File: config.mk
export PLATFORM = sky130hd
export DESIGN_NAME = pingpong_stage
export DESIGN_NICKNAME = d
export VERILOG_FILES = /design/src/common/pp_pkg.sv /design/src/pp_bank/pp_bank_pair.sv /design/src/pp_ctrl/pp_cfg_regs.sv /design/src/pp_ctrl/pp_ctrl.sv /design/src/rtl/pingpong_stage.sv
export SDC_FILE = /design/constraint.sdc
export NUM_CORES = 1
export LEC_CHECK = 0
export BUFFER_PORTS_ARGS = -buffer_cell sky130_fd_sc_hd__clkbuf_2
export CAP_MARGIN = 5
export CORE_MARGIN = 3
export CORE_UTILIZATION = 35
export CTS_BUF_LIST = sky130_fd_sc_hd__clkbuf_4 sky130_fd_sc_hd__clkbuf_8
export DETAILED_ROUTE_END_ITERATION = 12
export PLACE_DENSITY = 0.51
export SYNTH_ARGS = -nofsm -noshare
export SYNTH_HDL_FRONTEND = slang
export SYNTH_SLANG_ARGS = --single-unit
File: constraint.sdc
create_clock -name clk_i -period 5.4 [get_ports clk_i]
set_input_delay 0.54 -clock clk_i [delete_from_list [all_inputs] [get_ports clk_i]]
set_output_delay 0.54 -clock clk_i [all_outputs]
set_load 0.005 [all_outputs]
File: src/common/pp_pkg.sv
// ********************
// Element widths, operand word types
// and configuration register map
// ********************
package pp_pkg;

    // One matrix element
    localparam int DATA_W = 8;

    // A west word feeds two array rows
    localparam int W_LANES = 2;

    // Largest bank is 32 entries
    localparam int MAX_DEPTH_LOG = 5;

    // West operand word, lane 0 in the low bits
    typedef logic [W_LANES*DATA_W-1:0] w_word_t;

    // North operand, one element
    typedef logic [DATA_W-1:0] n_word_t;

    // Tile length, one bit wider than an address so that 32 fits
    typedef logic [MAX_DEPTH_LOG:0] dim_t;

    // Configuration port
    typedef logic       cfg_addr_t;
    typedef logic [7:0] cfg_data_t;

    // Register map
    localparam cfg_addr_t CFG_DIM_ADDR  = 1'b0;
    // Bit 0 is the enable
    localparam cfg_addr_t CFG_CTRL_ADDR = 1'b1;

endpackage

File: src/pp_bank/pp_bank_pair.sv
// ********************
// West and north operand banks,
// two of each, with role steering
// ********************
`timescale 1ns/1ns

module pp_bank_pair #(
    parameter int DEPTH = 16
) (
    input  logic                     clk_i,
    input  logic                     wr_en_i,
    input  logic [$clog2(DEPTH)-1:0] wr_addr_i,
    input  logic                     fill_sel_i,
    input  pp_pkg::w_word_t          w_din_i,
    input  pp_pkg::n_word_t          n_din_i,
    input  logic [$clog2(DEPTH)-1:0] rd_addr_i,
    output pp_pkg::w_word_t          w_dout_o,
    output pp_pkg::n_word_t          n_dout_o
);
    import pp_pkg::*;

    // Register arrays
    w_word_t w_bank0 [DEPTH];
    w_word_t w_bank1 [DEPTH];
    n_word_t n_bank0 [DEPTH];
    n_word_t n_bank1 [DEPTH];

    logic    bank0_we;
    logic    bank1_we;
    logic    drain_sel;

    w_word_t w_rd0;
    w_word_t w_rd1;
    n_word_t n_rd0;
    n_word_t n_rd1;

    // Only the fill bank takes writes
    assign bank0_we  = wr_en_i & ~fill_sel_i;
    assign bank1_we  = wr_en_i &  fill_sel_i;
    assign drain_sel = ~fill_sel_i;

    always_ff @(posedge clk_i) begin
        if (bank0_we) begin
            w_bank0[wr_addr_i] <= w_din_i;
            n_bank0[wr_addr_i] <= n_din_i;
        end
    end

    always_ff @(posedge clk_i) begin
        if (bank1_we) begin
            w_bank1[wr_addr_i] <= w_din_i;
            n_bank1[wr_addr_i] <= n_din_i;
        end
    end

    // Asynchronous read of both banks
    assign w_rd0 = w_bank0[rd_addr_i];
    assign w_rd1 = w_bank1[rd_addr_i];
    assign n_rd0 = n_bank0[rd_addr_i];
    assign n_rd1 = n_bank1[rd_addr_i];

    // Each west lane feeds its own array row
    for (genvar l = 0; l < W_LANES; l++) begin : g_w_lane
        assign w_dout_o[l*DATA_W +: DATA_W] = drain_sel
                                              ? w_rd1[l*DATA_W +: DATA_W]
                                              : w_rd0[l*DATA_W +: DATA_W];
    end

    assign n_dout_o = drain_sel ? n_rd1 : n_rd0;

endmodule

File: src/pp_ctrl/pp_cfg_regs.sv
// ********************
// Tile length and enable registers
// ********************
`timescale 1ns/1ns

module pp_cfg_regs #(
    parameter int DEPTH = 16
) (
    input  logic              clk_i,
    input  logic              rst_n_i,
    input  logic              cfg_we_i,
    input  pp_pkg::cfg_addr_t cfg_addr_i,
    input  pp_pkg::cfg_data_t cfg_wdata_i,
    output pp_pkg::cfg_data_t cfg_rdata_o,
    output pp_pkg::dim_t      tile_dim_o,
    output logic              enable_o
);
    import pp_pkg::*;

    dim_t dim_q;
    logic enable_q;
    dim_t dim_clamped;

    // Written length is forced into 1..DEPTH
    always_comb begin
        if (cfg_wdata_i == '0) begin
            dim_clamped = dim_t'(1);
        end else if (cfg_wdata_i > cfg_data_t'(DEPTH)) begin
            dim_clamped = dim_t'(DEPTH);
        end else begin
            dim_clamped = dim_t'(cfg_wdata_i);
        end
    end

    always_ff @(posedge clk_i or negedge rst_n_i) begin
        if (!rst_n_i) begin
            dim_q    <= dim_t'(1);
            enable_q <= 1'b0;
        end else if (cfg_we_i) begin
            if (cfg_addr_i == CFG_DIM_ADDR) begin
                dim_q <= dim_clamped;
            end else begin
                enable_q <= cfg_wdata_i[0];
            end
        end
    end

    // Zero-latency readback
    always_comb begin
        if (cfg_addr_i == CFG_CTRL_ADDR) begin
            cfg_rdata_o = {7'b0, enable_q};
        end else begin
            cfg_rdata_o = cfg_data_t'(dim_q);
        end
    end

    assign tile_dim_o = dim_q;
    assign enable_o   = enable_q;

endmodule

File: src/pp_ctrl/pp_ctrl.sv
// ********************
// Fill and drain controller with
// bank role swap and handshakes
// ********************
`timescale 1ns/1ns

module pp_ctrl #(
    parameter int DEPTH = 16
) (
    input  logic                     clk_i,
    input  logic                     rst_n_i,
    input  pp_pkg::dim_t             tile_dim_i,
    input  logic                     enable_i,
    input  logic                     in_valid_i,
    output logic                     in_ready_o,
    input  logic                     out_ready_i,
    output logic                     out_valid_o,
    output logic                     out_last_o,
    output logic                     wr_en_o,
    output logic [$clog2(DEPTH)-1:0] wr_addr_o,
    output logic [$clog2(DEPTH)-1:0] rd_addr_o,
    output logic                     fill_sel_o
);
    import pp_pkg::*;

    localparam int AW = $clog2(DEPTH);

    // Bank role, fill side is fill_sel and drain side the other one
    logic          fill_sel;
    logic          drain_sel;
    logic [AW-1:0] fill_cnt;
    logic [AW-1:0] drain_cnt;
    logic          fill_full;
    logic          drain_busy;

    // Tile length captured per bank at its first beat
    dim_t          len_q [2];

    dim_t          fill_len;
    dim_t          drain_len;
    logic          fill_last;
    logic          in_fire;
    logic          out_fire;
    logic          drain_done;
    logic          swap;

    assign drain_sel = ~fill_sel;

    // First beat of a fill still sees the live config value
    assign fill_len  = (fill_cnt == '0) ? tile_dim_i : len_q[fill_sel];
    assign drain_len = len_q[drain_sel];
    assign fill_last = (dim_t'(fill_cnt) == fill_len - dim_t'(1));

    // Input side
    assign in_ready_o = enable_i & ~fill_full;
    assign in_fire    = in_valid_i & in_ready_o;

    // Output side
    assign out_valid_o = drain_busy;
    assign out_last_o  = drain_busy & (dim_t'(drain_cnt) == drain_len - dim_t'(1));
    assign out_fire    = out_valid_o & out_ready_i;
    assign drain_done  = out_fire & out_last_o;

    // Full bank moves to the drain side once the drain is free
    assign swap = fill_full & (~drain_busy | drain_done);

    always_ff @(posedge clk_i or negedge rst_n_i) begin
        if (!rst_n_i) begin
            fill_sel  <= 1'b0;
            fill_cnt  <= '0;
            fill_full <= 1'b0;
            len_q[0]  <= dim_t'(1);
            len_q[1]  <= dim_t'(1);
        end else begin
            if (in_fire) begin
                if (fill_cnt == '0) begin
                    len_q[fill_sel] <= tile_dim_i;
                end
                if (fill_last) begin
                    fill_cnt  <= '0;
                    fill_full <= 1'b1;
                end else begin
                    fill_cnt <= fill_cnt + AW'(1);
                end
            end
            // No input beat can land here, in_ready_o is low while full
            if (swap) begin
                fill_full <= 1'b0;
                fill_sel  <= ~fill_sel;
            end
        end
    end

    always_ff @(posedge clk_i or negedge rst_n_i) begin
        if (!rst_n_i) begin
            drain_busy <= 1'b0;
            drain_cnt  <= '0;
        end else begin
            if (swap) begin
                drain_busy <= 1'b1;
                drain_cnt  <= '0;
            end else if (drain_done) begin
                drain_busy <= 1'b0;
                drain_cnt  <= '0;
            end else if (out_fire) begin
                drain_cnt <= drain_cnt + AW'(1);
            end
        end
    end

    // Bank pair steering
    assign wr_en_o    = in_fire;
    assign wr_addr_o  = fill_cnt;
    assign rd_addr_o  = drain_cnt;
    assign fill_sel_o = fill_sel;

endmodule

File: src/rtl/pingpong_stage.sv
// ********************
// Double-buffered operand staging top
// ********************
`timescale 1ns/1ns

module pingpong_stage #(
    parameter int DEPTH = 16
) (
    input  logic              clk_i,
    input  logic              rst_n_i,

    // Input stream
    input  logic              in_valid_i,
    output logic              in_ready_o,
    input  pp_pkg::w_word_t   w_din_i,
    input  pp_pkg::n_word_t   n_din_i,

    // Output stream to the array
    output logic              out_valid_o,
    input  logic              out_ready_i,
    output pp_pkg::w_word_t   w_dout_o,
    output pp_pkg::n_word_t   n_dout_o,
    output logic              out_last_o,

    // Configuration
    input  logic              cfg_we_i,
    input  pp_pkg::cfg_addr_t cfg_addr_i,
    input  pp_pkg::cfg_data_t cfg_wdata_i,
    output pp_pkg::cfg_data_t cfg_rdata_o
);
    import pp_pkg::*;

    localparam int AW = $clog2(DEPTH);

    dim_t          tile_dim;
    logic          enable;
    logic          wr_en;
    logic [AW-1:0] wr_addr;
    logic [AW-1:0] rd_addr;
    logic          fill_sel;

    pp_cfg_regs #(
        .DEPTH       (DEPTH)
    ) i_pp_cfg_regs (
        .clk_i       (clk_i),
        .rst_n_i     (rst_n_i),
        .cfg_we_i    (cfg_we_i),
        .cfg_addr_i  (cfg_addr_i),
        .cfg_wdata_i (cfg_wdata_i),
        .cfg_rdata_o (cfg_rdata_o),
        .tile_dim_o  (tile_dim),
        .enable_o    (enable)
    );

    pp_ctrl #(
        .DEPTH       (DEPTH)
    ) i_pp_ctrl (
        .clk_i       (clk_i),
        .rst_n_i     (rst_n_i),
        .tile_dim_i  (tile_dim),
        .enable_i    (enable),
        .in_valid_i  (in_valid_i),
        .in_ready_o  (in_ready_o),
        .out_ready_i (out_ready_i),
        .out_valid_o (out_valid_o),
        .out_last_o  (out_last_o),
        .wr_en_o     (wr_en),
        .wr_addr_o   (wr_addr),
        .rd_addr_o   (rd_addr),
        .fill_sel_o  (fill_sel)
    );

    pp_bank_pair #(
        .DEPTH       (DEPTH)
    ) i_pp_bank_pair (
        .clk_i       (clk_i),
        .wr_en_i     (wr_en),
        .wr_addr_i   (wr_addr),
        .fill_sel_i  (fill_sel),
        .w_din_i     (w_din_i),
        .n_din_i     (n_din_i),
        .rd_addr_i   (rd_addr),
        .w_dout_o    (w_dout_o),
        .n_dout_o    (n_dout_o)
    );

endmodule

==> metrics.cfg, run 1 <==
[outcome]
status = completed

[synth]
synth-main-ff-cell = edfxtp_1
synth_edf_count = 768
syn_area_um2 = 31200
ys.warnings.count = 0
netlist_instances = 1345
synth_seq_cells = 798
yosysSeqAreaShare = 0.763
synthArstFlopShare = 0.0376
synth.distinct_cells = 52
syn_area_per_cell_um2 = 23.2

[timing]
hold_violations = 0
setup-violations-final = 0
fin_ws_ps = 1120
fmax_mhz = 234
setup-tns-final_ps = 0
report.final.slew_viol_count = 0
worst_pin_slew_ps = 1230
min_period_ps = 4280
relSlewSlack = 0.175
final.setup_skew_ps = 27.3
min_period_over_period = 0.792
rsz0062_at_grt = false

[power]
power_mw = 14.4
p_per_area_nw_per_um2 = 402
leakagePower_nw = 11.3
irDropWorstVdd_v = 0.000306

[place]
hpwl_um = 43200
place_inst = 2540
place.gp.congestion = 0.777
place_ws_ps = 1750
io_buffers = 70

[clock_network]
cts_root_buf = clkbuf_8
cts_max_level = 4
max-clock-path-buffers = 3
cts_buffers = 132
cts_resized = 0
cts.sinks = 798
cts_tree = done
path_clk_slew_ps = 60
insertion_delay_ps = 760

[drt]
ant_nets = 0
post_drt_via_cell_ratio = 5.31
routed_wl_um = 79900
drtPass1Iterations = 5
vias = 14700
drc_errors = 0
wl_per_cell_um = 28.8
drt_first_iter_violations = 1337

[critical_path]
cp-start-kind = register
critical_path_class = reg -> out
worst_ep_arrival_time_ps = 3740
r2r_setup_slack_ps = 1760
worstPathMaxFanout = 45
required_ps = 4860
crit_path_end_kind = output port

[final_layout]
fin_cells = 2772
drive_above_1_share = 0.392
finalNetCount = 1569
syn_to_final_growth_pct = 14.7

[floorplanning]
dieArea_um2 = 92700
die-width_um = 305
die_y_um = 305
ios = 73
initial_core_util = 0.356
row_count = 108
core_area_um2 = 87600

[global_route]
grt_pass1_vias = 15600
grt_max_degree = 71
grtUsageTotal = 0.174
antenna_found_initial = 3
grt_pass1_wl_um = 115000
grt_overflow_total = 0

[job]
drv_cap = 0

[min_path]
hold_path_class = in -> reg

## cells in the mapped netlist, types with 2 or more instances
| cell type | n | area [um2] |
|---|---|---|
| a21oi_1 | 4 | 20.0 |
| buf_1 | 13 | 48.8 |
| xor2_1 | 3 | 26.3 |
| inv_1 | 8 | 30.0 |
| nand3_1 | 9 | 45.0 |
| nor3b_1 | 2 | 15.0 |
| o21ai_1 | 7 | 35.0 |
| buf_4 | 2 | 15.0 |
| nand2b_1 | 4 | 25.0 |
| nor2_1 | 16 | 60.1 |
| clkbuf_1 | 39 | 146 |
| or4_1 | 3 | 22.5 |
| o211ai_1 | 3 | 22.5 |
| dfrtp_1 | 27 | 676 |
| nor3_1 | 16 | 80.1 |
| mux2i_1 | 13 | 130 |
| nor2b_1 | 5 | 31.3 |
| a22o_1 | 4 | 35.0 |
| edfxtp_1 | 768 | 23100 |
| dfstp_2 | 3 | 78.8 |
| nand2_1 | 38 | 143 |
| ha_1 | 7 | 87.6 |
| o21ai_0 | 7 | 35.0 |
| nor4_1 | 3 | 18.8 |
| mux4_2 | 240 | 5410 |
| and2_1 | 17 | 106 |
| buf_2 | 16 | 80.1 |
| mux2_2 | 37 | 417 |
| xnor2_1 | 8 | 70.1 |
## area by class of cell
| type | count | area, um2 |
|---|---|---|
| fill | 7690 | 51800 |
| sequential | 798 | 23800 |
| multi-input combinational | 469 | 7180 |
| clock buffer | 182 | 2220 |
| tap | 1155 | 1450 |
| timing repair buffer | 115 | 776 |
| clock inverter | 43 | 297 |
| inverter | 8 | 30.0 |
| antenna | 2 | 5.00 |
## through the flow
stage,area [um2],hold slack (ps),utilization
global placement,33200,501,0.379
CTS,35800,5.29,0.409
finish,35800,97.7,0.409
detailed placement,33200,491,0.379
global route,35800,72.1,0.409
floorplan,31200,244,-
## worst paths after layout
check	endpoint	from	cells after the start
min	i_pp_ctrl.rd_addr_o[1]	out_ready_i	3
max	w_dout_o[2]	i_pp_ctrl.rd_addr_o[0]	5
min reg2reg	i_pp_cfg_regs.tile_dim_o[0]	i_pp_cfg_regs.tile_dim_o[0]	2
max in group asynchronous	i_pp_ctrl.rd_addr_o[0]	rst_n_i	2
min in group asynchronous	i_pp_ctrl.fill_sel_o	rst_n_i	2
max reg2reg	i_pp_ctrl.wr_addr_o[3]	i_pp_ctrl.fill_sel_o	11
## flip-flops by register name, summed over array words and instances (netlist names), 4 cells and up
name / flops
i_pp_bank_pair.w_bank0: 256
i_pp_bank_pair.w_bank1: 256
i_pp_bank_pair.n_bank0: 128
i_pp_bank_pair.n_bank1: 128
i_pp_ctrl.len_q: 12
i_pp_cfg_regs.tile_dim_o: 6
i_pp_ctrl.rd_addr_o: 4
i_pp_ctrl.wr_addr_o: 4
## power by group
group          internal (mW)  switching (mW)
Combinational           1.18            1.06
Clock                   2.80            2.35
Sequential              6.80           0.192
## cell usage in the layout (no fill, tap or decap), drive strengths merged, types with 7 or more instances in the layout
cell	n
o21ai	14
nand3	9
nor2	16
ha	7
mux2	38
xnor2	8
inv	15
edfxtp	768
nor3	16
mux2i	13
buf	40
clkinv	31
clkbuf	252
and2	17
mux4	240
dfrtp	27
nand2	38
## critical path: stages (launching register included)
cell	delay, ps
dfrtp_4	880
buf_12	420
mux4_2	600
mux4_2	460
mux2_2	360
clkbuf_2	140
## cell families after synthesis
kind of cell | after synthesis | share of synthesized area
buf+inv | 79 | 0.0106
compound gates | 36 | 0.00834
xor+xnor | 11 | 0.00309
other cells | 1 | 0.000120
flops | 798 | 0.763
simple gates | 122 | 0.0203
fa+ha+maj | 7 | 0.00281
mux | 291 | 0.191
## repair_timing
item / in CTS / in global routing
hold buffers: 5 / 0
hold endpoints to repair: 32 / 0
setup buffers: 0 / 0
## layer usage
layer	GRT usage	wire [um]
met5	0	0
met4	0.0392	1050
met3	0.0385	4690
met2	0.280	39000
met1	0.244	35100
Note: power is estimated with default switching activity, not from simulation.
==> inputs of run 2 (changes only) <==
==> constraint.sdc (replaced) <==
create_clock -name clk_i -period 4.3 [get_ports clk_i]
set_input_delay 0.43 -clock clk_i [delete_from_list [all_inputs] [get_ports clk_i]]
set_output_delay 0.43 -clock clk_i [all_outputs]
set_load 0.005 [all_outputs]
==> run 2 against run 1 <==
  * Worst setup slack got worse by 720 ps
  * Clock power increased by 27%
  * Sequential power increased by 25%
  * Design area increased by 0.98%
  * Clock-buffer cell count increased by 12
  * Critical endpoint is now n_dout_o[3]
  * Largest cell class unchanged
  * Largest power group unchanged
  * Highest routed layer unchanged
==> metrics.cfg, run 2 (same netlist as run 1, synthesis figures left out) <==
[timing]
worst_pin_slew_ps = 1130  ; -101 ps
setup-tns-final_ps = 0  ; unchanged
rsz0062_at_grt = false
final.setup_skew_ps = 29.8  ; +2.46 ps
hold_violations = 0  ; unchanged
report.final.slew_viol_count = 0  ; unchanged
min_period_over_period = 0.905
setup-violations-final = 0  ; unchanged
fmax_mhz = 257
fin_ws_ps = 406  ; -718 ps
relSlewSlack = 0.245  ; +0.0693
min_period_ps = 3890

[critical_path]
worstSetupStartpoint = i_pp_ctrl.rd_addr_o[0]
crit_path_end_kind = output port
worstPathMaxFanout = 22  ; -51%
crit_buf_inv = 2  ; unchanged
cp_common_cell = mux4_2
cp-start-kind = register
critPathTopFamily = multiplexers
critical_path_class = reg -> out
crit_path_top_delay_cell = dfrtp_4
regToRegEndpoint = i_pp_bank_pair.w_bank1[2][12]
r2r_setup_slack_ps = 790  ; -970 ps
reg2reg_depth = 4  ; -7
crit_end = n_dout_o[3]
slowest_delay_ps = 780  ; -100 ps
path_depth = 5  ; unchanged
worst_ep_arrival_time_ps = 3460  ; -280 ps
reg2reg_from = i_pp_ctrl.fill_sel_o
path_cells = buf_12 -> mux4_2 -> mux4_2 -> mux2_2 -> clkbuf_2
required_ps = 3870  ; -990 ps

[drt]
drc_errors = 0  ; unchanged
met1Wirelength_um = 35400  ; +0.69%
wl_per_cell_um = 27.7  ; -3.8%
drt_first_iter_violations = 1221  ; -8.7%
post_drt_via_cell_ratio = 5.24  ; -1.2%
top_layer_used = met4
routed_wl_um = 77900  ; -2.5%
met2WireLength_um = 37400  ; -4.2%
vias = 14700  ; +0.10%
drtPass1Iterations = 5  ; unchanged
ant_nets = 0  ; unchanged
met3WireLength_um = 3690  ; -21%

[clock_network]
cts_resized = 0  ; unchanged
cts_root_buf = clkbuf_8
ctsHoldBuffers = 7  ; +2
cts_buffers = 133  ; +0.76%
insertion_delay_ps = 770  ; about the same
max-clock-path-buffers = 3  ; unchanged
cts.sinks = 798  ; unchanged
cts_max_level = 4  ; unchanged
post_cts.repair.setup_buffers = 0  ; unchanged
cts_tree = done
path_clk_slew_ps = 50  ; about the same

[power]
irDropWorstVdd_v = 0.000344  ; +12%
leakagePower_nw = 11.6  ; +1.8%
p_per_area_nw_per_um2 = 505  ; +26%

[place]
place_ws_ps = 708  ; -1040 ps
place.gp.congestion = 0.756  ; -2.7%
hpwl_um = 43900  ; +1.6%
io_buffers = 70  ; unchanged

[global_route]
grt_max_degree = 44  ; -38%
grt_pass1_wl_um = 113000  ; -2.4%
grt_pass1_vias = 15700  ; +0.63%
grt_overflow_total = 0  ; unchanged
grtUsageTotal = 0.170  ; -0.00430
antenna_found_initial = 4  ; +1

[final_layout]
final_common_cell = edfxtp_1
syn_to_final_growth_pct = 15.9
finalNetCount = 1593  ; +1.5%
largest_registers = i_pp_bank_pair.w_bank0 x256, i_pp_bank_pair.w_bank1 x256
layout_common_cells = 768 x edfxtp_1, 240 x mux4_2, 137 x clkbuf_8, 70 x clkbuf_2, 57 x clkbuf_4
drive_above_1_share = 0.406  ; +0.0142

[floorplanning]
row_count = 108  ; unchanged
ios = 73  ; unchanged
die-width_um = 305  ; unchanged
dieArea_um2 = 92700  ; unchanged
core_area_um2 = 87600  ; unchanged
initial_core_util = 0.356  ; unchanged
die_y_um = 305  ; unchanged

[min_path]
hold_path_class = in -> reg

[job]
drv_cap = 0  ; unchanged

[outcome]
status = completed

run 2: changes by cell type in the layout (fill, tap and decap cells not counted), sizes merged:
cell / before / now
buf: 40 / 61
clkbuf: 252 / 264
clkinv: 31 / 34
bufinv: 3 / 1
dlygate4sd3: 5 / 7
inv: 15 / 16
run 2: final cells by class:
cell class	count	area (um2)
diodes	2	5.00
clock buffers	194	2310
clock inverters	45	292
fillers	7724	51400
inverters	8	30.0
multi-input cells	469	7180
flip-flops and latches	798	23800
well taps	1155	1450
repair buffers	138	1040
run 2: per-stage QoR:
| stage | instance area [um2] | std cells | hold WS, ps | power, mW | util |
|---|---|---|---|---|---|
| floorplan | 31200 | 1346 | 134 | 10.7 | - |
| global placement | 33500 | 2561 | 493 | 11.9 | 0.382 |
| detailed placement | 33500 | 2561 | 499 | 11.9 | 0.382 |
| CTS | 36100 | 2807 | 19.7 | 18.5 | 0.413 |
| global route | 36100 | 2808 | 88.0 | 19.0 | 0.413 |
| finish | 36100 | 2809 | 98.4 | 18.2 | 0.413 |
run 2: worst min path at each step:
stage	from	end	slack, ps	depth (start not counted)
finish	cfg_we_i	i_pp_cfg_regs.tile_dim_o[0]	100	4
global route	cfg_wdata_i[4]	i_pp_cfg_regs.tile_dim_o[4]	90	4
CTS	cfg_we_i	i_pp_cfg_regs.tile_dim_o[0]	20	4
detailed placement	i_pp_cfg_regs.tile_dim_o[0]	i_pp_cfg_regs.tile_dim_o[0]	500	2
global placement	i_pp_cfg_regs.tile_dim_o[0]	i_pp_cfg_regs.tile_dim_o[0]	490	2
floorplan	rst_n_i	i_pp_cfg_regs.enable_o	130	0
run 2: worst reg2reg max path, cell delays in order (launching register included):
cell and delay [ps]:
dfrtp_2 730, buf_4 640, nand3_1 520, nor3_2 950, buf_4 370
run 2: routing by layer:
layer | up-vias | track usage
met1 | 8056 | 0.244
met2 | 420 | 0.268
met3 | 104 | 0.0295
met4 | 0 | 0.0492
met5 | - | 0
li1 | 6145 | -
run 2: where the power goes:
group | internal [mW] | total [mW] | leakage (nW) | switching, mW
registers | 8.54 | 8.71 | 7.26 | 0.168
logic | 1.55 | 3.00 | 2.89 | 1.45
clock network | 3.54 | 6.54 | 1.39 | 2.99
total | 13.6 | 18.2 | 11.6 | 4.62
==> inputs of run 3 (changes only) <==
--- a/config.mk
+++ b/config.mk
@@ -8,10 +8,10 @@
 export BUFFER_PORTS_ARGS = -buffer_cell sky130_fd_sc_hd__clkbuf_2
 export CAP_MARGIN = 5
 export CORE_MARGIN = 3
-export CORE_UTILIZATION = 35
+export CORE_UTILIZATION = 46
 export CTS_BUF_LIST = sky130_fd_sc_hd__clkbuf_4 sky130_fd_sc_hd__clkbuf_8
 export DETAILED_ROUTE_END_ITERATION = 12
-export PLACE_DENSITY = 0.51
+export PLACE_DENSITY = 0.63
 export SYNTH_ARGS = -nofsm -noshare
 export SYNTH_HDL_FRONTEND = slang
 export SYNTH_SLANG_ARGS = --single-unit
==> run 3 against run 2 <==
  * Clock-buffer cell count is 15 lower
  * Clock power increased by 0.6%
  * Critical path type unchanged
  * Die area fell by 23%
  * Routed wire length shrank 4.1%
  * Critical endpoint is now out_last_o
  * Largest cell class unchanged
  * Highest routed layer is now met5
  * Hold slack got worse by 22 ps
  * Sequential share of layout area up 0.65 points
  * Sequential power about the same
==> metrics.cfg, run 3 (same netlist as run 1, synthesis figures left out) <==
[outcome]
status = completed

[drt]
post_drt_via_cell_ratio = 6.00  ; +14%
drt_first_iter_violations = 1676  ; +37%
drtPass1Iterations = 5  ; unchanged
ant_nets = 0  ; unchanged
drc_errors = 0  ; unchanged
vias = 15000  ; +1.9%
wl_per_cell_um = 29.8  ; +7.6%
routed_wl_um = 74700  ; -4.1%

[global_route]
grt_max_degree = 60  ; +36%
grt_pass1_vias = 15500  ; -1.3%
grt_overflow_total = 0  ; unchanged
antenna_found_initial = 3  ; -1
grt_pass1_wl_um = 108000  ; -4.0%
grtUsageTotal = 0.217  ; +0.0473

[timing]
report.final.slew_viol_count = 0  ; unchanged
rsz0062_at_grt = false
worst_pin_slew_ps = 945  ; -188 ps
relSlewSlack = 0.370  ; +0.125
holdWs_ps = 76.4  ; -22.0 ps
fin_ws_ps = 341  ; -65.9 ps
setup-violations-final = 0  ; unchanged
final.setup_skew_ps = 31.6  ; +1.81 ps
setup-tns-final_ps = 0  ; unchanged
hold_violations = 0  ; unchanged
fmax_mhz = 253  ; -1.7%
min_period_ps = 3960  ; +65.9 ps
min_period_over_period = 0.921  ; +0.0153

[critical_path]
crit_path_end_kind = output port
regToRegEndpoint = i_pp_ctrl.wr_addr_o[3]
critical_path_class = reg -> out
reg2reg_depth = 12  ; +8
reg2reg_from = i_pp_ctrl.wr_addr_o[0]
cp-start-kind = register
r2r_setup_slack_ps = 850  ; +60 ps
worstPathMaxFanout = 25  ; +14%
required_ps = 3870  ; about the same
worst_ep_arrival_time_ps = 3530  ; +70 ps

[power]
power_frac_comb = 0.156  ; -0.008
p_per_area_nw_per_um2 = 506  ; +0.29%
internal-power_mw = 13.7  ; +0.39%
pwr-share-seq = 0.481  ; +0.004
power_mw = 18.1  ; -0.68%
p_clk_frac = 0.363  ; +0.005
swShare = 0.245  ; -0.00808
irDropWorstVdd_v = 0.000323  ; -6.1%
p_sw_mw = 4.44  ; -3.9%
leakagePower_nw = 11.5  ; -0.34%

[floorplanning]
dieArea_um2 = 71000  ; -23%
die-width_um = 266  ; -13%
ios = 73  ; unchanged
row_count = 94  ; -13%
core_area_um2 = 66500  ; -24%
die_y_um = 266  ; -13%
initial_core_util = 0.469  ; +0.113

[final_layout]
fill_cells = 4986  ; -35%
drive_above_1_share = 0.400  ; -0.00581
fin_cells = 2502  ; -11%
largest_registers = i_pp_bank_pair.w_bank0 x256, i_pp_bank_pair.w_bank1 x256
layout_common_cells = 768 x edfxtp_1, 240 x mux4_2, 133 x clkbuf_8, 70 x clkbuf_2, 46 x clkbuf_4
stdcell_area_um2 = 35800  ; -0.97%
utilization = 0.539  ; +0.126
finalNetCount = 1590  ; -0.19%
final_common_cell = edfxtp_1
syn_to_final_growth_pct = 14.7

[clock_network]
cts_resized = 0  ; unchanged
insertion_delay_ps = 780  ; about the same
post_cts.repair.setup_buffers = 0  ; unchanged
cts_max_level = 4  ; unchanged
cts_buffers = 130  ; -2.3%
max-clock-path-buffers = 3  ; unchanged
cts.sinks = 798  ; unchanged
cts_tree = done
path_clk_slew_ps = 60  ; about the same
cts_root_buf = clkbuf_8

[min_path]
hold_path_class = in -> reg
hold_path_depth = 4  ; unchanged
hold_end = i_pp_cfg_regs.tile_dim_o[0]
min-delay-start = cfg_we_i

[place]
place_ws_ps = 873  ; +165 ps
place.gp.congestion = 0.759  ; +0.42%
placed_area_um2 = 33100  ; -0.98%
place_inst = 2268  ; -11%
io_buffers = 70  ; unchanged
hpwl_um = 41000  ; -6.7%

[job]
drv_cap = 0  ; unchanged

-- run 3: cell types whose count changed in the layout (fill, tap and decap cells not counted) --
cell and change:
clkinv_1 -2, clkbuf_8 -4, clkinv_2 -2, buf_4 -6, dlygate4sd3_1 +2, clkinvlp_4 +2, buf_12 +4, inv_8 -1
bufinv_16 +5, inv_6 -1, clkinv_8 -2, clkbuf_4 -11
-- run 3: worst max path at each step --
stage                                 from                           end  slack (ps)
global placement    i_pp_ctrl.wr_addr_o[0]        i_pp_ctrl.wr_addr_o[3]         930
finish                i_pp_ctrl.fill_sel_o                    out_last_o         340
floorplan             i_pp_ctrl.fill_sel_o  i_pp_bank_pair.n_bank1[3][0]         550
detailed placement  i_pp_ctrl.wr_addr_o[0]        i_pp_ctrl.wr_addr_o[3]         870
CTS                 i_pp_ctrl.rd_addr_o[0]                  w_dout_o[11]         230
global route          i_pp_ctrl.fill_sel_o                    out_last_o          60
-- run 3: final cells by class --
| class | instances | area [um2] | share of cell area |
|---|---|---|---|
| inverters | 8 | 30.0 | 0.000839 |
| repair buffers | 138 | 1100 | 0.0306 |
| well taps | 864 | 1080 | 0.0302 |
| multi-input cells | 469 | 7180 | 0.201 |
| clock inverters | 44 | 387 | 0.0108 |
| diodes | 2 | 5.00 | 0.000140 |
| flip-flops and latches | 798 | 23800 | 0.666 |
| clock buffers | 179 | 2180 | 0.0608 |
-- run 3: layer usage --
metal,share of wire,up-vias,wire length (um),GRT usage
li1,-,6146,-,-
met1,0.43,8094,32400,0.325
met5,0.00025,-,19,0
met3,0.076,113,5710,0.0432
met4,0.022,2,1630,0.0796
met2,0.47,655,34900,0.321
-- run 3: power groups by stage --
stage	logic (mW)	registers, mW	clock network [mW]
after floorplan	2.01	8.70	0
after global placement	2.85	8.89	0
after detailed placement	2.86	8.89	0
after CTS	2.88	8.73	6.73
after global routing	3.01	8.73	7.07
final	2.83	8.72	6.58
-- run 3: worst max-delay path, cell delays in order, from the launching register on --
cell      delay (ps)
dfrtp_2          750
mux2i_1          360
ha_1             260
xor2_1           210
xnor2_1          100
or4_1            460
a21boi_0         260
nand4_1          170
inv_1             90
clkbuf_2         120
-- run 3: timing repair --
item                                   in CTS  in global routing
hold buffers                                9                  0
endpoints found under the hold margin      35                  0
setup endpoints to repair                   0                  0
